[config.mk]
export PLATFORM = sky130hd
export DESIGN_NAME = rv_regfile
export DESIGN_NICKNAME = d
export VERILOG_FILES = /design/src/rv_core_pkg.sv /design/src/rv_regfile.sv
export SDC_FILE = /design/constraint.sdc
export NUM_CORES = 2
export LEC_CHECK = 0
export ABC_AREA = 1
export BUFFER_PORTS_ARGS = -buffer_cell sky130_fd_sc_hd__buf_2
export CAP_MARGIN = 20
export CORE_UTILIZATION = 30
export DETAILED_ROUTE_END_ITERATION = 8
export HOLD_SLACK_MARGIN = 0.08
export PLACE_DENSITY_LB_ADDON = 0.05
export SYNTH_ARGS = -nofsm -noshare
export SYNTH_HDL_FRONTEND = slang
export SYNTH_SLANG_ARGS = --single-unit
[constraint.sdc]
create_clock -name i_clk -period 2.5 [get_ports i_clk]
set_input_delay 0.375 -clock i_clk [delete_from_list [all_inputs] [get_ports i_clk]]
set_output_delay 0.375 -clock i_clk [all_outputs]
set_load 0.05 [all_outputs]
[src/rv_core_pkg.sv]
// Shared widths, select codes, opcodes and pipeline structs of the RV32I core
`default_nettype none

package rv_core_pkg;

	//////////////////////////////////////////////////
	// Widths
	//////////////////////////////////////////////////
	localparam int WORD_WIDTH     = 32;
	localparam int REG_IDX_BITS   = 5;
	localparam int PC_BITS        = 12;	// 4 KiB of program space
	localparam int IMEM_ADDR_BITS = 10;
	localparam int DMEM_ADDR_BITS = 10;

	typedef logic [WORD_WIDTH-1:0]     word_t;
	typedef logic [REG_IDX_BITS-1:0]   reg_idx_t;
	typedef logic [PC_BITS-1:0]        pc_t;		// Byte address
	typedef logic [IMEM_ADDR_BITS-1:0] imem_addr_t;	// Word index
	typedef logic [DMEM_ADDR_BITS-1:0] dmem_addr_t;	// Word index

	//////////////////////////////////////////////////
	// Select codes
	//////////////////////////////////////////////////
	typedef logic [3:0] alu_op_t;
	localparam alu_op_t ALU_ADD  = 4'd0;
	localparam alu_op_t ALU_SUB  = 4'd1;
	localparam alu_op_t ALU_AND  = 4'd2;
	localparam alu_op_t ALU_OR   = 4'd3;
	localparam alu_op_t ALU_XOR  = 4'd4;
	localparam alu_op_t ALU_SLT  = 4'd5;
	localparam alu_op_t ALU_SLTU = 4'd6;
	localparam alu_op_t ALU_SLL  = 4'd7;
	localparam alu_op_t ALU_SRL  = 4'd8;
	localparam alu_op_t ALU_SRA  = 4'd9;

	typedef logic [1:0] wb_sel_t;
	localparam wb_sel_t WB_PC4  = 2'd0;
	localparam wb_sel_t WB_ALU  = 2'd1;
	localparam wb_sel_t WB_IMM  = 2'd2;
	localparam wb_sel_t WB_LOAD = 2'd3;

	// Same coding as funct3[1:0] of loads and stores
	typedef logic [1:0] mem_size_t;
	localparam mem_size_t MEM_B = 2'd0;
	localparam mem_size_t MEM_H = 2'd1;
	localparam mem_size_t MEM_W = 2'd2;

	typedef logic [1:0] fwd_sel_t;
	localparam fwd_sel_t FWD_REG = 2'd0;	// Register file value
	localparam fwd_sel_t FWD_MEM = 2'd1;	// EX/MEM result
	localparam fwd_sel_t FWD_WB  = 2'd2;	// Writeback value

	// Major opcodes
	localparam logic [6:0] OPC_LUI    = 7'b0110111;
	localparam logic [6:0] OPC_AUIPC  = 7'b0010111;
	localparam logic [6:0] OPC_JAL    = 7'b1101111;
	localparam logic [6:0] OPC_JALR   = 7'b1100111;
	localparam logic [6:0] OPC_BRANCH = 7'b1100011;
	localparam logic [6:0] OPC_LOAD   = 7'b0000011;
	localparam logic [6:0] OPC_STORE  = 7'b0100011;
	localparam logic [6:0] OPC_OPIMM  = 7'b0010011;
	localparam logic [6:0] OPC_OP     = 7'b0110011;

	localparam word_t NOP_INST = 32'h0000_0013;	// addi x0, x0, 0

	//////////////////////////////////////////////////
	// Structs
	//////////////////////////////////////////////////
	typedef struct packed {
		alu_op_t    alu_op;
		logic       sel_pc_a;	// Operand A is the PC
		logic       sel_imm_b;	// Operand B is the immediate
		logic       is_branch;
		logic       is_jal;
		logic       is_jalr;
		logic [2:0] funct3;	// Branch condition, access size
		logic       mem_rd;
		logic       mem_wr;
		wb_sel_t    wb_sel;
		logic       rf_we;
	} ctrl_t;

	typedef struct packed {
		logic       en;
		imem_addr_t addr;
		word_t      data;
	} imem_load_t;

	typedef struct packed {
		logic     valid;
		reg_idx_t rd;
		word_t    data;
	} retire_t;

	typedef struct packed {
		logic  valid;
		pc_t   pc;
		word_t inst;
	} if_id_t;

	typedef struct packed {
		logic     valid;
		pc_t      pc;
		ctrl_t    ctrl;
		reg_idx_t rs1;
		reg_idx_t rs2;
		reg_idx_t rd;
		word_t    rs1_val;
		word_t    rs2_val;
		word_t    imm;
	} id_ex_t;

	typedef struct packed {
		logic       valid;
		pc_t        pc4;
		ctrl_t      ctrl;
		reg_idx_t   rd;
		word_t      alu_out;
		word_t      store_data;	// Already lane aligned
		logic [3:0] byte_en;	// Zero unless a valid store
		word_t      imm;
	} ex_mem_t;

	typedef struct packed {
		logic     valid;
		pc_t      pc4;
		wb_sel_t  wb_sel;
		logic     rf_we;
		reg_idx_t rd;
		word_t    alu_out;
		word_t    load_data;
		word_t    imm;
	} mem_wb_t;

endpackage

`default_nettype wire

[src/rv_regfile.sv]
// Register file, 31 entries plus hard-wired x0, with write-through read
`timescale 1ns/1ps
`default_nettype none

module rv_regfile import rv_core_pkg::*; (
	input  wire logic     i_clk,
	input  wire logic     i_arst_n,
	input  wire logic     i_we,
	input  wire reg_idx_t i_rd,
	input  wire word_t    i_wdata,
	input  wire reg_idx_t i_rs1,
	input  wire reg_idx_t i_rs2,
	output      word_t    o_rdata1,
	output      word_t    o_rdata2
);

	word_t regs [1:31];	// x0 has no storage

	always_ff @(posedge i_clk or negedge i_arst_n) begin
		if (!i_arst_n) begin
			for (int i = 1; i < 32; i++)
				regs[i] <= '0;
		end else if (i_we && (i_rd != '0)) begin
			regs[i_rd] <= i_wdata;
		end
	end

	// Same-cycle write wins, so decode sees the writeback value
	function automatic word_t read_port(reg_idx_t idx);
		if (idx == '0)
			return '0;
		if (i_we && (idx == i_rd))
			return i_wdata;
		return regs[idx];
	endfunction

	assign o_rdata1 = read_port(i_rs1);
	assign o_rdata2 = read_port(i_rs2);

endmodule

`default_nettype wire

==> flow_summary.yaml <==
clock_tree:
  cts_root_buf: "clkbuf_16"
  cts_tree: "done"
  clockBufferDepth: 3
  clk_latency_ps: 790
  cts_buffers: 134
  clkSinkCount: 992
  clk_pin_slew_worst_paths_ps: 50
  h-tree-depth: 4
layout:
  regMostFlops: "regs"
  multi_input_area_sq_um: 28600
  nFillCells: 19400
  regArea_sq_um: 24800
  largest_register_ffs: 992
  syn2layout_area_growth_pct: 29.9
  final_layout_size_suffix_gt1_frac: 0.192
  reg.largest.list: "regs (992)"
  finalNetCount: 8436
critical_path:
  crit_fanout: 3
  r2r_slack_ps: 1590
  cp.depth: 9
  cp_data_required_time_ps: 2120
  crit_type: "reg -> out"
  endpoint: "o_rdata2[14]"
  crit_family: "simple AND/OR/NAND/NOR gates"
  crit_chain: "o211ai_1, nand2_1, nor2_1, nor2_1, nand2_1, nand3_2, nand2_4, inv_2, buf_12"
  r2r_cells: 4
  path_buf_inv: 2
  r2r_start: "regs[859]"
  end_kind: "output port"
  r2r_end: "regs[859]"
  crit_path_start_kind: "register"
  startpoint: "regs[846]"
  crit_arrival_ps: 2300
  slowest_delay_ps: 390
  slowest_stage: "dfrtp_1"
sta:
  setup_viol: 49
  worst_slack_ps: -175
  hold-worst-slack_ps: 385
  fmax_ghz: 0.374
  slew_headroom: 0.421
  maxSlewViolCount: 0
  period_share: 1.07
  finClkSkew_ps: 0
  rsz0062_at_grt: "yes"
  hold_viol: 0
  worst_slew_pin_slew_ps: 867
  period_minus_slack_ps: 2670
power:
  power_leakage_uw: 0.0340
  ir_worst_vdd_v: 0.000534
  finalPower_uw: 54300
  cellPowerDensity_nw_per_um2: 748
synthesis:
  synth.avg_cell_area_sq_um: 6.87
  synth_top_cell_by_area: "dfrtp_1"
  synth_area_sq_um: 55900
  syn_nets: 8185
  synth_edf_count: 0
  synth_seq_area_share: 0.444
  synthDistinctLibCells: 22
  netlist.area_leader.share: 0.444
  synthTopCellsByArea: "dfrtp_1 44%, nand2_1 17%, o21ai_0 9.1%, nand3_1 7.6%, nor2_1 4.8%"
  synth_common_cells: "2542 x nand2_1, 1013 x o21ai_0, 992 x dfrtp_1"
  synth_top_flop_cell: "dfrtp_1"
  ys_warn_count: 0
  async_flop_share: 1.00
  syn_inst: 8135
  yosysMostFrequentCell: "nand2_1"
  ys_seq_elements: 992
die:
  row_count: 158
  core_area_sq_um: 185000
  die_x_microns: 434
  initial_utilization: 0.302
  die-area_sq_um: 188000
  die_y_microns: 434
  pin_count: 114
route:
  avgViaCountPerCell: 5.30
  routed_wl_microns: 288000
  dr.pass1.iters: 6
  drc: 0
  drtIter0Drc: 6036
  vias: 58100
  drtAntennaViolNets: 0
  wl_per_cell_microns: 26.3
worst_hold_path:
  hold_class: "in -> async"
global_routing:
  grt_max_degree: 114
  grt_pass1_vias: 55500
  grt_pass1_wl_microns: 414000
  antenna_found_initial: 7
  gr-total-overflow: 0
  grt_usage: 0.304
outcome:
  violations: "setup timing"
  status: "finished, violations left"
placement:
  hpwl_microns: 185000
  routabilityCongestion: 0.869
  port-buffer-count: 113
flow_run:
  maxCapViolations: 0
## per-layer routing
metal  vias to the layer above  global-route usage  share of wire
met4                         0               0.107          0.036
li1                      26900                   -              -
met1                     28700               0.416           0.44
met5                         -                   0              0
met2                      2073               0.492           0.46
met3                       434              0.0363          0.057
## logic make-up (layout without fill, tap and decap cells)
| logic type | Yosys count | in the layout | share of synthesized area |
|---|---|---|---|
| flops | 992 | 992 | 0.444 |
| other cells | 0 | 3 | 0 |
| compound gates | 1742 | 1742 | 0.171 |
| simple gates | 4156 | 4156 | 0.301 |
| buf+inv | 1245 | 1599 | 0.0842 |
## placed cells by master (no fill, tap or decap), types with 18 or more instances in the layout
master	n
nand3_2	114
o21ai_0	966
o211ai_1	330
nand2_2	141
clkbuf_16	141
clkbuf_8	28
nand3_4	35
inv_2	142
buf_4	414
buf_2	39
nor2_4	26
dlygate4sd3_1	34
nand3_1	700
o21ai_1	57
buf_8	25
nand2_4	47
buf_12	239
nor2_2	101
clkbuf_1	35
a21oi_1	375
dfrtp_1	992
nand2_1	2353
clkinv_2	18
nor2_1	594
inv_1	412
buf_6	27
## worst min-delay path, cell delays in order
cell and delay [ps]:
dlygate4sd3_1 570, buf_8 320, buf_12 230
## layout make-up
class	instances	area share
flip-flops and latches	992	0.342
clock inverters	37	0.00612
clock buffers	202	0.0550
well taps	2480	0.0427
repair buffers	788	0.129
diodes	3	0.000103
inverters	572	0.0306
multi-input cells	5898	0.394
## timing repair
item	CTS	global route
setup buffers	30	34
pin swaps	293	345
hold endpoints to repair	833	0
gates resized for setup	504	331
gates cloned	2	2
hold buffers	34	0
endpoints found under the setup margin	64	64
## power by group
group          switching [uW]  internal (uW)
logic                    8000           4970
clock network            7960          11800
registers                2260          19200
## worst min path at each step
stage | cells past startpoint | slack (ps) | to | start
CTS | 4 | 350 | regs[607] | i_wdata[31]
finish | 3 | 390 | regs[300] | i_arst_n
floorplan | 0 | 80 | regs[0] | i_arst_n
global route | 3 | 380 | regs[300] | i_arst_n
detailed placement | 1 | 310 | regs[43] | i_arst_n
global placement | 1 | 310 | regs[43] | i_arst_n
## per-stage QoR
step | util | setup WS (ps) | TNS [ps] | instances | instance area, sq um
floorplan | - | 170 | 0 | 8135 | 55900
global placement | 0.350 | -297 | -9680 | 10600 | 64900
detailed placement | 0.350 | -283 | -9500 | 10600 | 64900
CTS | 0.386 | -226 | -7330 | 10900 | 71400
global route | 0.392 | -284 | -9240 | 11000 | 72600
finish | 0.392 | -175 | -3370 | 11000 | 72600
Power figures use the tool's default switching activity.
