[src/rv_core_pkg.sv]
// Shared widths, select codes, opcodes and pipeline structs of the RV32I core
`default_nettype none

package rv_core_pkg;

	//////////////////////////////////////////////////
	// Widths
	//////////////////////////////////////////////////
	localparam int WORD_WIDTH     = 32;
	localparam int REG_IDX_BITS   = 5;
	localparam int PC_BITS        = 12;	// 4 KiB of program space
	localparam int IMEM_ADDR_BITS = 10;
	localparam int DMEM_ADDR_BITS = 10;

	typedef logic [WORD_WIDTH-1:0]     word_t;
	typedef logic [REG_IDX_BITS-1:0]   reg_idx_t;
	typedef logic [PC_BITS-1:0]        pc_t;		// Byte address
	typedef logic [IMEM_ADDR_BITS-1:0] imem_addr_t;	// Word index
	typedef logic [DMEM_ADDR_BITS-1:0] dmem_addr_t;	// Word index

	//////////////////////////////////////////////////
	// Select codes
	//////////////////////////////////////////////////
	typedef logic [3:0] alu_op_t;
	localparam alu_op_t ALU_ADD  = 4'd0;
	localparam alu_op_t ALU_SUB  = 4'd1;
	localparam alu_op_t ALU_AND  = 4'd2;
	localparam alu_op_t ALU_OR   = 4'd3;
	localparam alu_op_t ALU_XOR  = 4'd4;
	localparam alu_op_t ALU_SLT  = 4'd5;
	localparam alu_op_t ALU_SLTU = 4'd6;
	localparam alu_op_t ALU_SLL  = 4'd7;
	localparam alu_op_t ALU_SRL  = 4'd8;
	localparam alu_op_t ALU_SRA  = 4'd9;

	typedef logic [1:0] wb_sel_t;
	localparam wb_sel_t WB_PC4  = 2'd0;
	localparam wb_sel_t WB_ALU  = 2'd1;
	localparam wb_sel_t WB_IMM  = 2'd2;
	localparam wb_sel_t WB_LOAD = 2'd3;

	// Same coding as funct3[1:0] of loads and stores
	typedef logic [1:0] mem_size_t;
	localparam mem_size_t MEM_B = 2'd0;
	localparam mem_size_t MEM_H = 2'd1;
	localparam mem_size_t MEM_W = 2'd2;

	typedef logic [1:0] fwd_sel_t;
	localparam fwd_sel_t FWD_REG = 2'd0;	// Register file value
	localparam fwd_sel_t FWD_MEM = 2'd1;	// EX/MEM result
	localparam fwd_sel_t FWD_WB  = 2'd2;	// Writeback value

	// Major opcodes
	localparam logic [6:0] OPC_LUI    = 7'b0110111;
	localparam logic [6:0] OPC_AUIPC  = 7'b0010111;
	localparam logic [6:0] OPC_JAL    = 7'b1101111;
	localparam logic [6:0] OPC_JALR   = 7'b1100111;
	localparam logic [6:0] OPC_BRANCH = 7'b1100011;
	localparam logic [6:0] OPC_LOAD   = 7'b0000011;
	localparam logic [6:0] OPC_STORE  = 7'b0100011;
	localparam logic [6:0] OPC_OPIMM  = 7'b0010011;
	localparam logic [6:0] OPC_OP     = 7'b0110011;

	localparam word_t NOP_INST = 32'h0000_0013;	// addi x0, x0, 0

	//////////////////////////////////////////////////
	// Structs
	//////////////////////////////////////////////////
	typedef struct packed {
		alu_op_t    alu_op;
		logic       sel_pc_a;	// Operand A is the PC
		logic       sel_imm_b;	// Operand B is the immediate
		logic       is_branch;
		logic       is_jal;
		logic       is_jalr;
		logic [2:0] funct3;	// Branch condition, access size
		logic       mem_rd;
		logic       mem_wr;
		wb_sel_t    wb_sel;
		logic       rf_we;
	} ctrl_t;

	typedef struct packed {
		logic       en;
		imem_addr_t addr;
		word_t      data;
	} imem_load_t;

	typedef struct packed {
		logic     valid;
		reg_idx_t rd;
		word_t    data;
	} retire_t;

	typedef struct packed {
		logic  valid;
		pc_t   pc;
		word_t inst;
	} if_id_t;

	typedef struct packed {
		logic     valid;
		pc_t      pc;
		ctrl_t    ctrl;
		reg_idx_t rs1;
		reg_idx_t rs2;
		reg_idx_t rd;
		word_t    rs1_val;
		word_t    rs2_val;
		word_t    imm;
	} id_ex_t;

	typedef struct packed {
		logic       valid;
		pc_t        pc4;
		ctrl_t      ctrl;
		reg_idx_t   rd;
		word_t      alu_out;
		word_t      store_data;	// Already lane aligned
		logic [3:0] byte_en;	// Zero unless a valid store
		word_t      imm;
	} ex_mem_t;

	typedef struct packed {
		logic     valid;
		pc_t      pc4;
		wb_sel_t  wb_sel;
		logic     rf_we;
		reg_idx_t rd;
		word_t    alu_out;
		word_t    load_data;
		word_t    imm;
	} mem_wb_t;

endpackage

`default_nettype wire

[src/rv_hazard_unit.sv]
// Forwarding selects, load-use stall and redirect flushes
`timescale 1ns/1ps
`default_nettype none

module rv_hazard_unit import rv_core_pkg::*; (
	input  wire reg_idx_t i_id_rs1,
	input  wire reg_idx_t i_id_rs2,
	input  wire id_ex_t   i_ex,
	input  wire ex_mem_t  i_mem,
	input  wire mem_wb_t  i_wb,
	input  wire logic     i_redirect,
	output      fwd_sel_t o_fwd_a,
	output      fwd_sel_t o_fwd_b,
	output      logic     o_stall,		// Hold PC and IF/ID
	output      logic     o_flush_id,	// Bubble into IF/ID
	output      logic     o_flush_ex	// Bubble into ID/EX
);

	logic load_use;

	// Youngest producer first; a load in MEM has no data yet
	function automatic fwd_sel_t fwd_for(reg_idx_t src);
		if (i_mem.valid && i_mem.ctrl.rf_we && !i_mem.ctrl.mem_rd &&
			(i_mem.rd != '0) && (i_mem.rd == src))
			return FWD_MEM;
		if (i_wb.valid && i_wb.rf_we && (i_wb.rd != '0) && (i_wb.rd == src))
			return FWD_WB;
		return FWD_REG;
	endfunction

	assign o_fwd_a = fwd_for(i_ex.rs1);
	assign o_fwd_b = fwd_for(i_ex.rs2);

	// Load in execute feeding decode, may stall on an unused field too
	assign load_use = i_ex.valid && i_ex.ctrl.mem_rd && (i_ex.rd != '0) &&
		((i_ex.rd == i_id_rs1) || (i_ex.rd == i_id_rs2));

	assign o_stall    = load_use && !i_redirect;	// Redirect kills the stalled pair
	assign o_flush_id = i_redirect;
	assign o_flush_ex = i_redirect || load_use;

endmodule

`default_nettype wire

[config.mk]
export PLATFORM = sky130hd
export DESIGN_NAME = rv_hazard_unit
export DESIGN_NICKNAME = d
export VERILOG_FILES = /design/src/rv_core_pkg.sv /design/src/rv_hazard_unit.sv
export SDC_FILE = /design/constraint.sdc
export NUM_CORES = 1
export LEC_CHECK = 0
export BUFFER_PORTS_ARGS = -buffer_cell sky130_fd_sc_hd__buf_2
export CORE_AREA = 2 2 158 160
export DETAILED_ROUTE_END_ITERATION = 8
export DIE_AREA = 0 0 160 162
export GPL_ROUTABILITY_DRIVEN = 0
export PLACE_DENSITY_LB_ADDON = 0.3
export SETUP_SLACK_MARGIN = 0.4
export SLEW_MARGIN = 20
export SYNTH_ARGS = -nofsm -noshare
export SYNTH_HDL_FRONTEND = slang
export SYNTH_SLANG_ARGS = --single-unit
[constraint.sdc]
create_clock -name vclk -period 1.3
set_input_delay 0 -clock vclk [all_inputs]
set_output_delay 0 -clock vclk [all_outputs]
set_load 0.03 [all_outputs]
==> flow_metrics.py <==
metrics = {
    "flow_run": {
        "maxCapViolCount": 0,
    },
    "finish": {
        "nets": 521,
        "layout-drive-gt1-share": 0.643,
        "nClkBuffers": 0,
        "fillCellCount": 2919,
        "final_cells": 442,
        "area.growth.synth_to_final_pct": 207,
        "seq_cell_count": 0,
        "seq_area_um2": 0,
    },
    "clock_tree": {
        "ctsHoldBuffers": 0,
    },
    "logic_synthesis": {
        "syn_inst": 54,
        "syn_area_um2": 432,
        "yosysWarnings": 0,
        "ys_seq_area_frac": 0,
        "synth_nets": 458,
        "synth.distinct_cells": 15,
        "synth_top_area_cell": "xor2_1",
        "synth_top_area_share": 0.487,
        "synth.area.top_cells": "xor2_1 (49%), xnor2_1 (12%), nor3_1 (5.8%)",
        "syn-mean-instance-area_um2": 7.99,
    },
    "critical_path": {
        "cp-startpoint": "i_mem[101]",
        "critPathLaunchType": "primary input",
        "end_kind": "output port",
        "path_class": "primary input to output port",
        "worstPathMaxFanout": 2,
        "critPathRequiredTime_ps": 1300,
        "cp.arrival_ps": 1430,
    },
    "timing": {
        "slew_headroom": 0.586,
        "post-route-period-util": 1.10,
        "min_period_ps": 1430,
        "setup_viol": 3,
        "tightest_slew_ps": 615,
        "timing_hold_violations_final": 0,
        "rsz0062_at_grt": "true",
        "worst_slack_ps": -125,
        "clock.fmax_mhz": 702,
        "maxSlewViolCount": 0,
    },
    "power_and_ir_drop": {
        "p_per_area_nw_per_um2": 235,
        "total_power_mw": 0.311,
        "power.leakage_nw": 0.433,
        "ir_drop_uv": 71.7,
    },
    "detailed_routing": {
        "remaining_drc_errors": 0,
        "drt_iter0_drc": 15,
        "dr_total_vias": 644,
        "drt-wirelength-per-cell_um": 7.76,
        "wirelength_um": 3430,
        "drtPass1Iterations": 4,
        "ant_nets": 0,
        "routed_via_density": 1.46,
    },
    "worst_hold_path": {
        "hold_path.startpoint": "i_redirect",
        "min-delay-path-class": "primary input to output port",
    },
    "floorplan": {
        "coreArea_um2": 24100,
        "die_w_um": 160,
        "die_area_um2": 25900,
        "dieHeight_um": 162,
        "io-pin-count": 411,
        "placementRows": 57,
        "start_util": 0.0179,
    },
    "placement": {
        "dp.cells": 438,
        "io_buffers": 50,
        "detailed_place_hpwl_um": 3260,
    },
    "global_routing": {
        "grt_pass1_vias": 659,
        "grt_max_degree": 5,
        "grt-ovfl-total": 0,
        "antenna_found_initial": 4,
        "grtUsageTotal": 0.0251,
        "grt_pass1_wl_um": 4630,
    },
    "status": {
        "failed_checks": "setup timing",
        "status": "finished, violations left",
    },
}
[cell usage after synthesis (all sizes together)]
library cell	n
a22oi	1
buf	1
inv	1
nand3	2
nor2	2
nor3	5
nor4	4
o2111ai	3
o211ai	1
o21bai	1
or4	3
xnor2	6
xor2	24
[cell type report]
| class | instances | area (um^2) | area share |
|---|---|---|---|
| multi-input combinational | 52 | 514 | 0.388 |
| timing repair buffer | 62 | 394 | 0.297 |
| antenna | 3 | 7.51 | 0.00567 |
| tap | 324 | 405 | 0.306 |
| inverter | 1 | 3.75 | 0.00283 |
[report_power, final]
| part | internal (mW) | switching (mW) | total, mW |
|---|---|---|---|
| clock network | 0.000000309 | 0 | 0.000000309 |
| registers | 0 | 0 | 0 |
| logic | 0.149 | 0.162 | 0.311 |
[repair_timing]
| item | 4_1_cts | 5_1_grt |
|---|---|---|
| gates resized for setup | 17 | 6 |
| endpoints found under the setup margin | 6 | 6 |
| cloned | 0 | 0 |
| endpoints found under the hold margin | 0 | 0 |
| setup buffers | 1 | 0 |
| pin swaps | 6 | 3 |
[worst max-delay path, stage by stage]
cell and delay (ps):
buf_6 100, or4_4 530, o2111ai_4 270, nor4_2 140, nor4_4 190, buf_6 180
[cell usage in the layout (no fill, tap or decap)]
cell       instances
buf_4             12
nor3_2             1
or4_1              1
buf_2             42
nor3_1             2
a22oi_2            1
xnor2_1            6
inv_1              1
xor2_1            24
o2111ai_4          1
nor3_4             2
nor4_4             3
diode_2            3
nor4_2             1
buf_8              1
o211ai_1           1
nand3_1            2
nor2_1             2
buf_6              7
o2111ai_1          2
or4_4              2
o21bai_2           1
[metrics by stage]
step           setup slack (ps)    util  hold WS (ps)  setup TNS, ps  area (um^2)
2_1_floorplan              16.5       -          68.5              0          470
3_3_place_gp               -166  0.0498           282           -516         1200
3_5_place_dp               -209  0.0498           283           -608         1200
4_1_cts                    -129  0.0533           285           -325         1280
5_1_grt                    -170  0.0548           294           -447         1320
6_report                   -125  0.0550           284           -332         1330
[worst paths after layout]
path	endpoint	slack, ps	cells past startpoint
worst min-delay path	o_flush_id	280	2
worst max-delay path	o_fwd_b[1]	-130	6
[logic make-up (layout without fill, tap and decap cells)]
| kind of cell | count (synthesis) | count (layout) | synth area share |
|---|---|---|---|
| xor gates and xnor gates | 30 | 30 | 0.609 |
| and+or+nand+nor | 16 | 16 | 0.238 |
| AOI/OAI and AO/OA | 6 | 6 | 0.128 |
| buffers and inverters | 2 | 63 | 0.0261 |
| other | 0 | 3 | 0 |
[layer usage]
metal / vias to the layer above / wire [um] / GRT usage / part of all wire
met1: 281 / 1770 / 0.0373 / 0.52
met5: - / 13 / 0 / 0.0038
met3: 2 / 647 / 0.0204 / 0.19
met4: 2 / 0 / 0 / 0
li1: 322 / - / - / -
met2: 37 / 996 / 0.0277 / 0.29
(Power assumes the default switching activity.)
