==> config.mk <==
export PLATFORM = sky130hd
export DESIGN_NAME = rv_decoder
export DESIGN_NICKNAME = d
export VERILOG_FILES = /design/src/rv_core_pkg.sv /design/src/rv_decoder.sv
export SDC_FILE = /design/constraint.sdc
export NUM_CORES = 1
export LEC_CHECK = 0
export BUFFER_PORTS_ARGS = -buffer_cell sky130_fd_sc_hd__buf_2
export CAP_MARGIN = 20
export CORE_AREA = 2 2 42 63
export DETAILED_ROUTE_END_ITERATION = 8
export DIE_AREA = 0 0 44 65
export PLACE_DENSITY_LB_ADDON = 0.3
export SYNTH_ARGS = -nofsm -noshare
export SYNTH_HDL_FRONTEND = slang
export SYNTH_SLANG_ARGS = --single-unit
==> constraint.sdc <==
create_clock -name vclk -period 1.75
set_input_delay 0.35 -clock vclk [all_inputs]
set_output_delay 0.35 -clock vclk [all_outputs]
set_load 0.05 [all_outputs]
==> src/rv_core_pkg.sv <==
// Shared widths, select codes, opcodes and pipeline structs of the RV32I core
`default_nettype none

package rv_core_pkg;

	//////////////////////////////////////////////////
	// Widths
	//////////////////////////////////////////////////
	localparam int WORD_WIDTH     = 32;
	localparam int REG_IDX_BITS   = 5;
	localparam int PC_BITS        = 12;	// 4 KiB of program space
	localparam int IMEM_ADDR_BITS = 10;
	localparam int DMEM_ADDR_BITS = 10;

	typedef logic [WORD_WIDTH-1:0]     word_t;
	typedef logic [REG_IDX_BITS-1:0]   reg_idx_t;
	typedef logic [PC_BITS-1:0]        pc_t;		// Byte address
	typedef logic [IMEM_ADDR_BITS-1:0] imem_addr_t;	// Word index
	typedef logic [DMEM_ADDR_BITS-1:0] dmem_addr_t;	// Word index

	//////////////////////////////////////////////////
	// Select codes
	//////////////////////////////////////////////////
	typedef logic [3:0] alu_op_t;
	localparam alu_op_t ALU_ADD  = 4'd0;
	localparam alu_op_t ALU_SUB  = 4'd1;
	localparam alu_op_t ALU_AND  = 4'd2;
	localparam alu_op_t ALU_OR   = 4'd3;
	localparam alu_op_t ALU_XOR  = 4'd4;
	localparam alu_op_t ALU_SLT  = 4'd5;
	localparam alu_op_t ALU_SLTU = 4'd6;
	localparam alu_op_t ALU_SLL  = 4'd7;
	localparam alu_op_t ALU_SRL  = 4'd8;
	localparam alu_op_t ALU_SRA  = 4'd9;

	typedef logic [1:0] wb_sel_t;
	localparam wb_sel_t WB_PC4  = 2'd0;
	localparam wb_sel_t WB_ALU  = 2'd1;
	localparam wb_sel_t WB_IMM  = 2'd2;
	localparam wb_sel_t WB_LOAD = 2'd3;

	// Same coding as funct3[1:0] of loads and stores
	typedef logic [1:0] mem_size_t;
	localparam mem_size_t MEM_B = 2'd0;
	localparam mem_size_t MEM_H = 2'd1;
	localparam mem_size_t MEM_W = 2'd2;

	typedef logic [1:0] fwd_sel_t;
	localparam fwd_sel_t FWD_REG = 2'd0;	// Register file value
	localparam fwd_sel_t FWD_MEM = 2'd1;	// EX/MEM result
	localparam fwd_sel_t FWD_WB  = 2'd2;	// Writeback value

	// Major opcodes
	localparam logic [6:0] OPC_LUI    = 7'b0110111;
	localparam logic [6:0] OPC_AUIPC  = 7'b0010111;
	localparam logic [6:0] OPC_JAL    = 7'b1101111;
	localparam logic [6:0] OPC_JALR   = 7'b1100111;
	localparam logic [6:0] OPC_BRANCH = 7'b1100011;
	localparam logic [6:0] OPC_LOAD   = 7'b0000011;
	localparam logic [6:0] OPC_STORE  = 7'b0100011;
	localparam logic [6:0] OPC_OPIMM  = 7'b0010011;
	localparam logic [6:0] OPC_OP     = 7'b0110011;

	localparam word_t NOP_INST = 32'h0000_0013;	// addi x0, x0, 0

	//////////////////////////////////////////////////
	// Structs
	//////////////////////////////////////////////////
	typedef struct packed {
		alu_op_t    alu_op;
		logic       sel_pc_a;	// Operand A is the PC
		logic       sel_imm_b;	// Operand B is the immediate
		logic       is_branch;
		logic       is_jal;
		logic       is_jalr;
		logic [2:0] funct3;	// Branch condition, access size
		logic       mem_rd;
		logic       mem_wr;
		wb_sel_t    wb_sel;
		logic       rf_we;
	} ctrl_t;

	typedef struct packed {
		logic       en;
		imem_addr_t addr;
		word_t      data;
	} imem_load_t;

	typedef struct packed {
		logic     valid;
		reg_idx_t rd;
		word_t    data;
	} retire_t;

	typedef struct packed {
		logic  valid;
		pc_t   pc;
		word_t inst;
	} if_id_t;

	typedef struct packed {
		logic     valid;
		pc_t      pc;
		ctrl_t    ctrl;
		reg_idx_t rs1;
		reg_idx_t rs2;
		reg_idx_t rd;
		word_t    rs1_val;
		word_t    rs2_val;
		word_t    imm;
	} id_ex_t;

	typedef struct packed {
		logic       valid;
		pc_t        pc4;
		ctrl_t      ctrl;
		reg_idx_t   rd;
		word_t      alu_out;
		word_t      store_data;	// Already lane aligned
		logic [3:0] byte_en;	// Zero unless a valid store
		word_t      imm;
	} ex_mem_t;

	typedef struct packed {
		logic     valid;
		pc_t      pc4;
		wb_sel_t  wb_sel;
		logic     rf_we;
		reg_idx_t rd;
		word_t    alu_out;
		word_t    load_data;
		word_t    imm;
	} mem_wb_t;

endpackage

`default_nettype wire

==> src/rv_decoder.sv <==
// Control decoder and immediate generator for RV32I
`timescale 1ns/1ps
`default_nettype none

module rv_decoder import rv_core_pkg::*; (
	input  wire word_t i_inst,
	output      ctrl_t o_ctrl,
	output      word_t o_imm
);

	logic [6:0] opcode;
	logic [2:0] funct3;
	logic [6:0] funct7;

	assign opcode = i_inst[6:0];
	assign funct3 = i_inst[14:12];
	assign funct7 = i_inst[31:25];

	// ALU op from funct3, alt selects SUB or SRA
	function automatic alu_op_t alu_from_funct(logic [2:0] f3, logic alt);
		case (f3)
			3'b000:  return alt ? ALU_SUB : ALU_ADD;
			3'b001:  return ALU_SLL;
			3'b010:  return ALU_SLT;
			3'b011:  return ALU_SLTU;
			3'b100:  return ALU_XOR;
			3'b101:  return alt ? ALU_SRA : ALU_SRL;
			3'b110:  return ALU_OR;
			default: return ALU_AND;
		endcase
	endfunction

	//////////////////////////////////////////////////
	// Control word
	//////////////////////////////////////////////////
	always_comb begin
		o_ctrl        = '0;		// Unknown opcode writes nothing
		o_ctrl.alu_op = ALU_ADD;
		o_ctrl.wb_sel = WB_ALU;
		o_ctrl.funct3 = funct3;
		case (opcode)
			OPC_LUI: begin
				o_ctrl.wb_sel = WB_IMM;
				o_ctrl.rf_we  = 1'b1;
			end
			OPC_AUIPC: begin
				o_ctrl.sel_pc_a  = 1'b1;	// PC + imm
				o_ctrl.sel_imm_b = 1'b1;
				o_ctrl.rf_we     = 1'b1;
			end
			OPC_JAL: begin
				o_ctrl.is_jal = 1'b1;
				o_ctrl.wb_sel = WB_PC4;	// Link
				o_ctrl.rf_we  = 1'b1;
			end
			OPC_JALR: begin
				o_ctrl.is_jalr = 1'b1;
				o_ctrl.wb_sel  = WB_PC4;
				o_ctrl.rf_we   = 1'b1;
			end
			OPC_BRANCH: o_ctrl.is_branch = 1'b1;
			OPC_LOAD: begin
				o_ctrl.sel_imm_b = 1'b1;	// Address = rs1 + imm
				o_ctrl.mem_rd    = 1'b1;
				o_ctrl.wb_sel    = WB_LOAD;
				o_ctrl.rf_we     = 1'b1;
			end
			OPC_STORE: begin
				o_ctrl.sel_imm_b = 1'b1;
				o_ctrl.mem_wr    = 1'b1;
			end
			OPC_OPIMM: begin
				o_ctrl.sel_imm_b = 1'b1;
				// Only SRAI uses funct7 here
				o_ctrl.alu_op = alu_from_funct(funct3, (funct3 == 3'b101) && funct7[5]);
				o_ctrl.rf_we  = 1'b1;
			end
			OPC_OP: begin
				o_ctrl.alu_op = alu_from_funct(funct3, funct7[5]);
				o_ctrl.rf_we  = 1'b1;
			end
			default: o_ctrl.funct3 = 3'b000;
		endcase
	end

	//////////////////////////////////////////////////
	// Immediates
	//////////////////////////////////////////////////
	always_comb begin
		case (opcode)
			OPC_LUI, OPC_AUIPC:	// U type
				o_imm = {i_inst[31:12], 12'b0};
			OPC_JAL:		// J type
				o_imm = {{11{i_inst[31]}}, i_inst[31], i_inst[19:12], i_inst[20],
					i_inst[30:21], 1'b0};
			OPC_BRANCH:		// B type
				o_imm = {{19{i_inst[31]}}, i_inst[31], i_inst[7], i_inst[30:25],
					i_inst[11:8], 1'b0};
			OPC_STORE:		// S type
				o_imm = {{20{i_inst[31]}}, i_inst[31:25], i_inst[11:7]};
			default:		// I type
				o_imm = {{20{i_inst[31]}}, i_inst[31:20]};
		endcase
	end

endmodule

`default_nettype wire

==> results.tsv, run 1 <==
stage	metric	value	unit
die	DIE WIDTH	44	um
clocking	Hold Buf Count CTS	0	
yosys	cells after synthesis	95	
yosys	Netlist cell types	43	
yosys	sequential share of the synthesized area	0	%
yosys	Syn Nets	127	
outcome	Fail Step	global routing (5_1_grt)	
die	Initial Util	29.8	%
die	Site Rows	22	
grt	largest net degree at the start of global routing	13	
outcome	outcome	aborted with a tool error	
outcome	tool error	[ERROR DPL-0038] Utilization greater than 100%, impossible to legalize	
placed_design	Port Buf Inserts	81	
sta	worst_ep grt	o_imm[15]	
placed_design	hpwl dp	2470	um
placed_design	GP Congestion	0.887	
die	Chip Height	65	um
yosys	mapped cell area	706	um2
die	IO Pins	81	
placed_design	Placed Area	0.00164	mm2
yosys	Syn Area/Cell	7.43	um2
yosys	Ys Warns	0	
sta	worst_ep kind	primary output	
## stage by stage
step | setup WS, ns | cells | hold slack, ns | TNS [ns]
2_1_floorplan | -0.599 | 95 | 0.764 | -5.29
3_3_place_gp | -0.308 | 224 | 1.11 | -11.43
3_5_place_dp | -0.335 | 224 | 1.11 | -12.62
4_1_cts | -0.259 | 232 | 1.04 | -5.42
## timing repair
item                                    4_1_cts
buffers inserted                              7
cloned                                        1
endpoints found under the setup margin       46
gates resized for setup                     138
hold endpoints to repair                      0
pin swaps                                    17
## kinds of logic after synthesis
group	after synthesis	synth area share (%)
simple gates	42	35.8
compound gates	32	35.8
mux	10	20.0
buf+inv	10	7.09
xor+xnor	1	1.24
## synth_stat cells, drive strengths merged
master	n	share of area (%)
a2bb2oi	1	1.2
nor3b	1	1.8
nand4b	1	1.2
nor4bb	1	1.4
o22a	1	1.2
and3b	1	1.2
or3	1	0.89
nor4	1	0.89
buf	4	3.9
o2bb2ai	1	1.2
a2111oi	1	1.2
a22o	4	5.0
nand4bb	1	1.6
nand2	3	1.6
nor2	9	4.8
clkbuf	4	2.1
or3b	1	1.6
xor2	1	1.2
o21ai	1	0.71
nor2b	2	1.8
a221o	1	1.4
or4	1	1.1
nand3	5	3.5
and2	5	4.4
mux2	9	19
and3	2	1.8
nor3	3	2.1
inv	2	1.1
nand2b	1	0.89
nand3b	3	3.2
a21boi	1	1.1
o211ai	1	1.1
mux2i	1	1.4
o2111ai	1	1.2
a21o	12	13
a211o	1	1.2
a21oi	5	5.1
a221oi	1	1.2
==> run 2: changes to the inputs <==
--- a/config.mk
+++ b/config.mk
@@ -7,10 +7,10 @@
 export LEC_CHECK = 0
 export BUFFER_PORTS_ARGS = -buffer_cell sky130_fd_sc_hd__buf_2
 export CAP_MARGIN = 20
-export CORE_AREA = 2 2 42 63
+export CORE_AREA = 2 2 63 65
 export DETAILED_ROUTE_END_ITERATION = 8
-export DIE_AREA = 0 0 44 65
-export PLACE_DENSITY_LB_ADDON = 0.3
+export DIE_AREA = 0 0 65 67
+export PLACE_DENSITY_LB_ADDON = 0.15
 export SYNTH_ARGS = -nofsm -noshare
 export SYNTH_HDL_FRONTEND = slang
 export SYNTH_SLANG_ARGS = --single-unit
==> constraint.sdc (replaced) <==
create_clock -name vclk -period 2.3
set_input_delay 0.46 -clock vclk [all_inputs]
set_output_delay 0.46 -clock vclk [all_outputs]
set_load 0.05 [all_outputs]
==> results.tsv, run 2 <==
stage	metric	value	unit	change
cells_and_area	post-layout util	39.9	%	
cells_and_area	fill count	384		
worst_hold_path	Hold/Removal Path Class	in2out		
placed_design	hpwl dp	2470	um	-0.22%
yosys	Syn Area/Cell	7.43	um2	unchanged
power_and_ir_drop	peak supply drop	0.0862	mV	
outcome	outcome	completed		
setup_path	critical path class	in2out		
yosys	Ys Warns	0		unchanged
yosys	cells after synthesis	95		unchanged
grt	initial antenna violation count	0		
yosys	mapped cell area	706	um2	unchanged
cells_and_area	Reg area	0	um2	
grt	total gr overflow	0		
cells_and_area	Ant. Diodes	0		
die	core area	0.00361	mm2	
setup_path	Worst EP required	1.84	ns	
die	Chip Height	67	um	+3.1%
drt	WL/cell	13.0	um	
sta	FMAX	438	MHz	
setup_path	Worst EP arrival	1.82	ns	
grt	vias in the first global route	1023		
drt	DR vias/cell	4.69		
yosys	Syn Nets	127		unchanged
placed_design	Port Buf Inserts	81		unchanged
die	Initial Util	19.6	%	-10 points
yosys	post-synth top area share	17.0	%	unchanged
power_and_ir_drop	pwr dens	231	mW/mm2	
drt	antenna-violating nets left	0		
drt	vias	1083		
yosys	most frequent cell after synthesis	a21o_1		
die	IO Pins	81		unchanged
drt	DR iter-0 viols	18		
sta	crit path time final	2.28	ns	
setup_path	Worst Setup End Kind	output pin		
cells_and_area	# clk buffers	0		
placed_design	Placed Area	0.00131	mm2	-20%
drt	Pre-antenna DRT Iters	4		
yosys	area leader, netlist	mux2_4		
power_and_ir_drop	Static Leak	0.000765	uW	
cells_and_area	commonest non-fill, non-tap cells in the layout	buf_2, buf_4, a21o_1		
clocking	Hold Buf Count CTS	0		unchanged
cells_and_area	Syn-to-layout area delta	104	%	
grt	All-Layer GR Usage	12.0	%	
cells_and_area	cell area after layout	0.00144	mm2	
sta	final-report hold violation count	0		
drt	final wirelength	3010	um	
setup_path	CP max FO	7		
setup_path	crit start category	primary input		
sta	Worst-Margin Slew	0.411	ns	
sta	Final Cycle Share	99.2	%	
grt	largest net degree at the start of global routing	13		
sta	minimum hold slack	1.27	ns	
die	Die Area	0.00436	mm2	
die	Site Rows	22		unchanged
sta	Slew Viols, Final	0		
flow_run	max cap viols	0		
sta	final setup fails	0		
yosys	sequential share of the synthesized area	0	%	unchanged
cells_and_area	Seq cells	0		
yosys	synth cell count leaders	a21o_1, nor2_1, mux2_4		
sta	Slew HR	72.6	%	
yosys	Synth area leaders	mux2_4, a21o_1, a22o_1, nor2_1, and2_1		
cells_and_area	commonest non-fill, non-tap cell in the layout	buf_2		
drt	DRC Markers	0		
sta	setup TNS	0	ns	
cells_and_area	layout cells sized above 1	65.6	%	
cells_and_area	nets@finish	217		
placed_design	GP Congestion	0.758		-14%
yosys	Netlist cell types	43		unchanged
die	DIE WIDTH	65	um	+48%
grt	first-pass GRT wire length	4400	um	
-- run 2: cell counts after synthesis --
Identical to the previous run, type by type.
-- run 2: logic make-up after synthesis --
| family | share of synthesized area (%) |
|---|---|
| buffers and inverters | 7.09 |
| and+or+nand+nor | 35.8 |
| xor gates and xnor gates | 1.24 |
| muxes | 20.0 |
| AOI/OAI and AO/OA | 35.8 |
-- run 2: layout make-up --
class	count	area [um2]	share of cell area [%]
Timing Repair Buffer	96	627	43.6
Tap cell	48	60.1	4.17
Inverter	2	7.51	0.522
Multi-Input combinational cell	85	744	51.7
-- run 2: worst paths after layout --
check | startpoint | end | cells after the start
hold / removal | i_inst[19] | o_imm[19] | 3
setup / recovery | i_inst[3] | o_imm[14] | 6
-- run 2: layer usage --
metal  vias to the layer above  part of all wire (%)  GRT usage [%]
met5                         -                     0              0
met4                         0                     0              0
met3                         0                   5.2          0.507
met2                        36                    52           24.2
met1                       502                    43           14.7
li1                        545                     -              -
-- run 2: power breakdown --
| group | internal (uW) | switching [uW] | total (uW) |
|---|---|---|---|
| Combinational | 115 | 217 | 332 |
| Sequential | 0 | 0 | 0 |
| Clock | 0 | 0 | 0 |
-- run 2: stage by stage --
step	power [uW]	std cells	setup slack [ns]
floorplan	224	95	-0.290
global placement	309	228	0.0164
detailed placement	311	228	-0.00688
CTS	317	228	0.0106
global route	350	231	-0.0112
finish	332	231	0.0174
-- run 2: what timing repair did --
item	4_1_cts	5_1_grt
resized for setup	8	23
buffers inserted	0	2
endpoints found under the hold margin	0	0
gates cloned	0	1
setup endpoints to repair	8	12
-- run 2: worst max-delay path: stages --
cell	delay (ns)
buf_12	0.11
or3b_4	0.41
a21oi_4	0.21
clkbuf_16	0.18
mux2_4	0.30
buf_8	0.15
Note: power is estimated with default switching activity, not from simulation.
