File: config.mk
export PLATFORM = sky130hd
export DESIGN_NAME = rv_execute
export DESIGN_NICKNAME = d
export VERILOG_FILES = /design/src/rv_core_pkg.sv /design/src/rv_execute.sv
export SDC_FILE = /design/constraint.sdc
export NUM_CORES = 1
export LEC_CHECK = 0
export BUFFER_PORTS_ARGS = -buffer_cell sky130_fd_sc_hd__buf_2
export CAP_MARGIN = 30
export CELL_PAD_IN_SITES_DETAIL_PLACEMENT = 0
export CELL_PAD_IN_SITES_GLOBAL_PLACEMENT = 1
export CORE_UTILIZATION = 39
export DETAILED_ROUTE_END_ITERATION = 12
export GPL_TIMING_DRIVEN = 0
export PLACE_DENSITY_LB_ADDON = 0.1
export REMOVE_ABC_BUFFERS = 1
export SYNTH_ARGS = -nofsm -noshare
export SYNTH_HDL_FRONTEND = slang
export SYNTH_SLANG_ARGS = --single-unit
File: constraint.sdc
create_clock -name vclk -period 16.1
set_input_delay 1.61 -clock vclk [all_inputs]
set_output_delay 1.61 -clock vclk [all_outputs]
set_load 0.01 [all_outputs]
File: src/rv_core_pkg.sv
// Shared widths, select codes, opcodes and pipeline structs of the RV32I core
`default_nettype none

package rv_core_pkg;

	//////////////////////////////////////////////////
	// Widths
	//////////////////////////////////////////////////
	localparam int WORD_WIDTH     = 32;
	localparam int REG_IDX_BITS   = 5;
	localparam int PC_BITS        = 12;	// 4 KiB of program space
	localparam int IMEM_ADDR_BITS = 10;
	localparam int DMEM_ADDR_BITS = 10;

	typedef logic [WORD_WIDTH-1:0]     word_t;
	typedef logic [REG_IDX_BITS-1:0]   reg_idx_t;
	typedef logic [PC_BITS-1:0]        pc_t;		// Byte address
	typedef logic [IMEM_ADDR_BITS-1:0] imem_addr_t;	// Word index
	typedef logic [DMEM_ADDR_BITS-1:0] dmem_addr_t;	// Word index

	//////////////////////////////////////////////////
	// Select codes
	//////////////////////////////////////////////////
	typedef logic [3:0] alu_op_t;
	localparam alu_op_t ALU_ADD  = 4'd0;
	localparam alu_op_t ALU_SUB  = 4'd1;
	localparam alu_op_t ALU_AND  = 4'd2;
	localparam alu_op_t ALU_OR   = 4'd3;
	localparam alu_op_t ALU_XOR  = 4'd4;
	localparam alu_op_t ALU_SLT  = 4'd5;
	localparam alu_op_t ALU_SLTU = 4'd6;
	localparam alu_op_t ALU_SLL  = 4'd7;
	localparam alu_op_t ALU_SRL  = 4'd8;
	localparam alu_op_t ALU_SRA  = 4'd9;

	typedef logic [1:0] wb_sel_t;
	localparam wb_sel_t WB_PC4  = 2'd0;
	localparam wb_sel_t WB_ALU  = 2'd1;
	localparam wb_sel_t WB_IMM  = 2'd2;
	localparam wb_sel_t WB_LOAD = 2'd3;

	// Same coding as funct3[1:0] of loads and stores
	typedef logic [1:0] mem_size_t;
	localparam mem_size_t MEM_B = 2'd0;
	localparam mem_size_t MEM_H = 2'd1;
	localparam mem_size_t MEM_W = 2'd2;

	typedef logic [1:0] fwd_sel_t;
	localparam fwd_sel_t FWD_REG = 2'd0;	// Register file value
	localparam fwd_sel_t FWD_MEM = 2'd1;	// EX/MEM result
	localparam fwd_sel_t FWD_WB  = 2'd2;	// Writeback value

	// Major opcodes
	localparam logic [6:0] OPC_LUI    = 7'b0110111;
	localparam logic [6:0] OPC_AUIPC  = 7'b0010111;
	localparam logic [6:0] OPC_JAL    = 7'b1101111;
	localparam logic [6:0] OPC_JALR   = 7'b1100111;
	localparam logic [6:0] OPC_BRANCH = 7'b1100011;
	localparam logic [6:0] OPC_LOAD   = 7'b0000011;
	localparam logic [6:0] OPC_STORE  = 7'b0100011;
	localparam logic [6:0] OPC_OPIMM  = 7'b0010011;
	localparam logic [6:0] OPC_OP     = 7'b0110011;

	localparam word_t NOP_INST = 32'h0000_0013;	// addi x0, x0, 0

	//////////////////////////////////////////////////
	// Structs
	//////////////////////////////////////////////////
	typedef struct packed {
		alu_op_t    alu_op;
		logic       sel_pc_a;	// Operand A is the PC
		logic       sel_imm_b;	// Operand B is the immediate
		logic       is_branch;
		logic       is_jal;
		logic       is_jalr;
		logic [2:0] funct3;	// Branch condition, access size
		logic       mem_rd;
		logic       mem_wr;
		wb_sel_t    wb_sel;
		logic       rf_we;
	} ctrl_t;

	typedef struct packed {
		logic       en;
		imem_addr_t addr;
		word_t      data;
	} imem_load_t;

	typedef struct packed {
		logic     valid;
		reg_idx_t rd;
		word_t    data;
	} retire_t;

	typedef struct packed {
		logic  valid;
		pc_t   pc;
		word_t inst;
	} if_id_t;

	typedef struct packed {
		logic     valid;
		pc_t      pc;
		ctrl_t    ctrl;
		reg_idx_t rs1;
		reg_idx_t rs2;
		reg_idx_t rd;
		word_t    rs1_val;
		word_t    rs2_val;
		word_t    imm;
	} id_ex_t;

	typedef struct packed {
		logic       valid;
		pc_t        pc4;
		ctrl_t      ctrl;
		reg_idx_t   rd;
		word_t      alu_out;
		word_t      store_data;	// Already lane aligned
		logic [3:0] byte_en;	// Zero unless a valid store
		word_t      imm;
	} ex_mem_t;

	typedef struct packed {
		logic     valid;
		pc_t      pc4;
		wb_sel_t  wb_sel;
		logic     rf_we;
		reg_idx_t rd;
		word_t    alu_out;
		word_t    load_data;
		word_t    imm;
	} mem_wb_t;

endpackage

`default_nettype wire

File: src/rv_execute.sv
// Execute stage: operand forwarding, ALU, branch check, jump target, store lanes
`timescale 1ns/1ps
`default_nettype none

module rv_execute import rv_core_pkg::*; (
	input  wire id_ex_t   i_ex,
	input  wire fwd_sel_t i_fwd_a,
	input  wire fwd_sel_t i_fwd_b,
	input  wire word_t    i_mem_value,	// Result held in EX/MEM
	input  wire word_t    i_wb_value,	// Value being written back
	output      ex_mem_t  o_mem,
	output      logic     o_redirect,
	output      pc_t      o_target
);

	word_t     fwd_a, fwd_b;		// rs1, rs2 after forwarding
	word_t     op_a, op_b;
	word_t     alu_out;
	word_t     target_sum;
	logic      taken;
	mem_size_t size;

	function automatic word_t pick(fwd_sel_t sel, word_t reg_val);
		case (sel)
			FWD_MEM: return i_mem_value;
			FWD_WB:  return i_wb_value;
			default: return reg_val;
		endcase
	endfunction

	assign fwd_a = pick(i_fwd_a, i_ex.rs1_val);
	assign fwd_b = pick(i_fwd_b, i_ex.rs2_val);
	assign op_a  = i_ex.ctrl.sel_pc_a  ? word_t'(i_ex.pc) : fwd_a;	// AUIPC
	assign op_b  = i_ex.ctrl.sel_imm_b ? i_ex.imm : fwd_b;

	//////////////////////////////////////////////////
	// ALU
	//////////////////////////////////////////////////
	always_comb begin
		case (i_ex.ctrl.alu_op)
			ALU_SUB:  alu_out = op_a - op_b;
			ALU_AND:  alu_out = op_a & op_b;
			ALU_OR:   alu_out = op_a | op_b;
			ALU_XOR:  alu_out = op_a ^ op_b;
			ALU_SLT:  alu_out = word_t'($signed(op_a) < $signed(op_b));
			ALU_SLTU: alu_out = word_t'(op_a < op_b);
			ALU_SLL:  alu_out = op_a << op_b[4:0];
			ALU_SRL:  alu_out = op_a >> op_b[4:0];
			ALU_SRA:  alu_out = $signed(op_a) >>> op_b[4:0];
			default:  alu_out = op_a + op_b;
		endcase
	end

	// Branch conditions on the forwarded sources
	always_comb begin
		case (i_ex.ctrl.funct3)
			3'b000:  taken = (fwd_a == fwd_b);				// BEQ
			3'b001:  taken = (fwd_a != fwd_b);				// BNE
			3'b100:  taken = ($signed(fwd_a) < $signed(fwd_b));	// BLT
			3'b101:  taken = ($signed(fwd_a) >= $signed(fwd_b));	// BGE
			3'b110:  taken = (fwd_a < fwd_b);				// BLTU
			3'b111:  taken = (fwd_a >= fwd_b);				// BGEU
			default: taken = 1'b0;
		endcase
	end

	// Own adder for targets; JALR bases on rs1 and clears bit 0
	assign target_sum = (i_ex.ctrl.is_jalr ? fwd_a : word_t'(i_ex.pc)) + i_ex.imm;
	assign o_target   = {target_sum[PC_BITS-1:1], 1'b0};
	assign o_redirect = i_ex.valid &&
		((i_ex.ctrl.is_branch && taken) || i_ex.ctrl.is_jal || i_ex.ctrl.is_jalr);

	//////////////////////////////////////////////////
	// Store alignment and EX/MEM fields
	//////////////////////////////////////////////////
	assign size = mem_size_t'(i_ex.ctrl.funct3[1:0]);

	always_comb begin
		o_mem            = '0;
		o_mem.valid      = i_ex.valid;
		o_mem.pc4        = i_ex.pc + pc_t'(4);
		o_mem.ctrl       = i_ex.ctrl;
		o_mem.rd         = i_ex.rd;
		o_mem.alu_out    = alu_out;
		o_mem.imm        = i_ex.imm;
		case (size)
			MEM_B: begin
				o_mem.store_data = {4{fwd_b[7:0]}};	// Byte copied to every lane
				o_mem.byte_en    = 4'b0001 << alu_out[1:0];
			end
			MEM_H: begin
				o_mem.store_data = {2{fwd_b[15:0]}};
				o_mem.byte_en    = alu_out[1] ? 4'b1100 : 4'b0011;
			end
			default: begin
				o_mem.store_data = fwd_b;
				o_mem.byte_en    = 4'b1111;
			end
		endcase
		if (!(i_ex.valid && i_ex.ctrl.mem_wr))
			o_mem.byte_en = 4'b0000;	// Bubbles and non-stores write nothing
	end

endmodule

`default_nettype wire

==> results of run 1 <==
[cell usage after synthesis (19+ instances only)]
| master | number |
|---|---|
| nor2b_1 | 30 |
| a22oi_1 | 39 |
| nor3_1 | 46 |
| a21oi_1 | 143 |
| a21o_1 | 24 |
| inv_1 | 140 |
| buf_4 | 68 |
| a211oi_1 | 37 |
| mux2i_1 | 103 |
| a221oi_1 | 38 |
| nor2_1 | 190 |
| o211ai_1 | 30 |
| a221o_1 | 38 |
| xnor2_1 | 20 |
| ha_1 | 144 |
| clkbuf_1 | 80 |
| buf_2 | 38 |
| o21ai_0 | 185 |
| nand2_1 | 197 |
| o21ai_1 | 19 |
| nand3_1 | 41 |
| o22ai_1 | 24 |
[cell families (layout without fill, tap and decap cells)]
kind of cell,count (synthesis),count (layout),synth area share
buf+inv,357,511,0.132
compound gates,754,754,0.389
fa+ha+maj,147,147,0.141
simple gates,621,621,0.218
mux,128,128,0.102
other cells,1,2,0.000284
xor+xnor,27,27,0.0179
[area by class of cell]
type                            count  area, um2
Antenna cell                        1       2.50
Timing Repair Buffer              366       2240
Inverter                          145        556
Fill cell                        3641      18000
Tap cell                          442        553
Multi-Input combinational cell   1678      11500
[worst paths after layout]
kind / start / to / cells after the start
max: i_fwd_b[0] / o_mem[96] / 19
min: i_ex[112] / o_mem[106] / 0
[routing by layer]
| layer | global-route usage | share of wire | vias to the layer above |
|---|---|---|---|
| met5 | 0 | 0 | - |
| met1 | 0.538 | 0.43 | 8203 |
| met3 | 0.0473 | 0.094 | 103 |
| li1 | - | - | 7796 |
| met2 | 0.618 | 0.45 | 987 |
| met4 | 0.102 | 0.032 | 0 |
[power by group]
group          switching, uW   total, uW  internal (uW)
Sequential                 0           0              0
Clock                      0  0.00000832     0.00000831
Combinational            609         933            325
[per-stage QoR]
stage	hold slack [ns]	utilization	std cells	power (uW)	setup WS [ns]
finish	3.22	0.452	2632	933	5.62
global route	3.22	0.452	2631	998	5.27
CTS	3.22	0.450	2624	906	5.85
detailed placement	3.22	0.450	2624	901	5.87
global placement	3.22	0.432	2593	879	2.09
floorplan	3.22	-	1823	554	5.71
==> impl_metrics.toml, run 1 <==
[clock_network]
cts_hold_buf = 0
post_cts_resized = 0
cts_setup_buffers = 0

[die]
pin_count = 357
rows = 66
initial_core_util = 0.401
die_h_um = 186
dieArea_mm2 = 0.0345
core_area_mm2 = 0.0329
fp.dieW_um = 186

[setup_path]
slowest_stage = "clkinv_2"
cpPeakStageDelay_ns = 1.07
endpoint_kind = "output pin"
start_kind = "input pin"
crit_family = "compound AO/OA/AOI/OAI gates"
worstPathArrival_ns = 8.87
crit_fanout = 62
worstPathRequired_ns = 14.49
path_cells = "buf_2, inv_1, ha_1, buf_16, or2_2, o221ai_4, clkinv_2, ha_1, or2_2, o211ai_1, a211oi_1, nor3_1, o31ai_1, a311oi_1, o21ai_1, and2_1, a211oi_1, o21ai_1, buf_2"
path_class = "input pin to output pin"
path_buf_inv = 5

[detailed_routing]
detail_route.wl_per_cell_um = 26.3
drt-pass1-iter-count = 7
drt-vias-per-instance = 6.49
drt_iter0_drc = 1866
wirelength_mm = 69.2
drc_errors = 0
num_vias = 17100
ant_nets = 0

[sta]
maxSlewViolCount = 6
slew_headroom = -0.00129
fin_crit_ns = 10.48
finalCritPeriodShare = 0.651
fin_setup_tns_ns = 0
rsz0062_at_grt = "false"
setup_viol = 0
worstMarginPinSlew_ns = 1.50
hold_viol_final = 0
fmax_mhz = 95.4

[hold_path]
hp-class = "input pin to output pin"

[grt]
grt_max_degree = 67
antenna_found_initial = 1
gr-total-overflow = 0
grt.total_usage = 0.386
grt_pass1_vias = 15600
grt_pass1_wl_mm = 100

[power_and_ir_drop]
peakVddDrop_uv = 28.6
leakage_uw = 0.00686
powerDensity_mw_per_mm2 = 62.8

[yosys]
seq_area_frac_synth = 0
synthDistinctLibCells = 99
yosys-top-cells-area = "ha_1 (14%), mux2i_1 (7.8%), o21ai_0 (7.0%), nand2_1 (5.6%), a21oi_1 (5.4%)"
netlist_instances = 2035
syn_area_per_cell_um2 = 6.48
synth_top_area_cell = "ha_1"
synth_area_mm2 = 0.0132
yosys_warnings = 0
yosys.area.top_type_share = 0.137

[status]
status = "complete, but fails checks"
violations = "slew limit"

[job]
maxCapViolations = 0

[cells_and_area]
regArea_um2 = 0
synthToLayoutAreaGrowth_pct = 12.7
layout-drive-gt1-share = 0.202
layout.cells.most_common = "buf_2"
clkbuf_count = 0
final_cell_area_mm2 = 0.0149
finalNetCount = 2547
design.seq.count = 0
mostFrequentLayoutCells = "buf_2 (335), nand2_1 (197), nor2_1 (190)"

[placed_design]
dpl_cell_area_mm2 = 0.0148
gp_congestion = 0.996
numPortBuffers = 328
hpwl_mm = 56.5
Power figures use the tool's default switching activity.
==> inputs of run 2 (changes only) <==
--- a/config.mk
+++ b/config.mk
@@ -9,7 +9,7 @@
 export CAP_MARGIN = 30
 export CELL_PAD_IN_SITES_DETAIL_PLACEMENT = 0
 export CELL_PAD_IN_SITES_GLOBAL_PLACEMENT = 1
-export CORE_UTILIZATION = 39
+export CORE_UTILIZATION = 35
 export DETAILED_ROUTE_END_ITERATION = 12
 export GPL_TIMING_DRIVEN = 0
 export PLACE_DENSITY_LB_ADDON = 0.1
==> constraint.sdc (replaced) <==
create_clock -name vclk -period 8.65
set_input_delay 0.865 -clock vclk [all_inputs]
set_output_delay 0.865 -clock vclk [all_outputs]
set_load 0.01 [all_outputs]
==> impl_metrics.toml, run 2 (same netlist as run 1, synthesis figures left out) <==
[status]
status = "completed"

[detailed_routing]
ant_nets = 0
wirelength_mm = 72.1
detail_route.wl_per_cell_um = 26.8
drt-vias-per-instance = 6.35
drt-pass1-iter-count = 6
drc_errors = 0
drt_iter0_drc = 1728
num_vias = 17100

[clock_network]
cts_hold_buf = 0

[setup_path]
path_common_cell = "o21ai_1"
worstPathRequired_ns = 7.79
endpoint_kind = "output pin"
worstPathArrival_ns = 7.60
slowest_stage = "a311oi_1"
crit_family = "compound AO/OA/AOI/OAI gates"
path_buf_inv = 4
cp.depth = 18
crit_fanout = 30
path_class = "input pin to output pin"
path_cells = "buf_2, inv_1, ha_1, inv_1, o21ai_1, o21ai_0, ha_1, a21oi_1, nor3b_1, a211oi_1, nor3_1, o31ai_1, a311oi_1, o21ai_1, and2_1, a211oi_1, o21ai_1, buf_2"
start_kind = "input pin"
cpPeakStageDelay_ns = 0.91

[grt]
gr-total-overflow = 0
grt.total_usage = 0.358
grt_pass1_vias = 16000
grt_pass1_wl_mm = 104
grt_max_degree = 67
antenna_found_initial = 3

[sta]
worstMarginPinSlew_ns = 1.43
slew_headroom = 0.0488
setup_viol = 0
fin_crit_ns = 8.46
fin_setup_tns_ns = 0
maxSlewViolCount = 0
rsz0062_at_grt = "false"
finalCritPeriodShare = 0.978
hold_viol_final = 0
fmax_mhz = 118

[cells_and_area]
regArea_um2 = 0
layout.cells.most_common = "buf_2"
clkbuf_count = 0
mostFrequentLayoutCells = "buf_2 (336), nand2_1 (197), nor2_1 (190)"
design.seq.count = 0
synthToLayoutAreaGrowth_pct = 12.8
fill_cells = 4062
finalNetCount = 2546
layout-drive-gt1-share = 0.203

[die]
fp.dieW_um = 196
die_h_um = 196
rows = 70
dieArea_mm2 = 0.0384
initial_core_util = 0.358
core_area_mm2 = 0.0369
pin_count = 357

[job]
maxCapViolations = 0

[hold_path]
hold_path_startpoint = "i_ex[115]"
hp-class = "input pin to output pin"
holdPathEnd = "o_mem[109]"
hold_depth = 0

[placed_design]
gp_congestion = 0.999
hpwl_mm = 59.0
numPortBuffers = 328
-- run 2: cell types whose count changed in the layout (fill, tap and decap cells not counted), moves of 2 or more --
cell / delta
buf_6: -2
clkbuf_4: +2
buf_16: -4
buf_12: +2
-- run 2: metrics by stage --
stage	setup slack, ns	hold slack (ns)	instance area, um2	util	instances
floorplan	-0.247	1.73	12000	-	1823
global placement	-4.21	1.73	14300	0.387	2655
detailed placement	0.0273	1.73	14800	0.402	2685
CTS	0.413	1.73	14800	0.402	2685
global route	0.0336	1.73	14900	0.403	2692
finish	0.188	1.73	14900	0.403	2693
-- run 2: worst max path at each step --
stage	from	to	slack [ns]
floorplan	i_fwd_b[0]	o_mem[81]	-0.25
global route	i_fwd_b[0]	o_mem[96]	0.03
CTS	i_fwd_b[0]	o_mem[96]	0.41
global placement	i_fwd_b[0]	o_mem[32]	-4.21
detailed placement	i_fwd_b[0]	o_mem[96]	0.03
finish	i_fwd_b[0]	o_mem[96]	0.19
-- run 2: final cells by class --
cell class	instances	area, um2	share of cell area
repair buffers	365	2170	0.146
well taps	504	631	0.0424
inverters	145	559	0.0376
diodes	1	2.50	0.000168
multi-input cells	1678	11500	0.774
-- run 2: metal layers --
metal	up-vias	GRT usage	wire length (um)
li1	7806	-	-
met1	8235	0.499	31800
met2	916	0.564	31500
met3	138	0.0445	5830
met4	4	0.125	2970
met5	-	0	26
-- run 2: repair_timing --
item	4_1_cts	5_1_grt
pin swaps	0	0
resized for setup	1	1
setup endpoints to repair	1	1
setup buffers	0	0
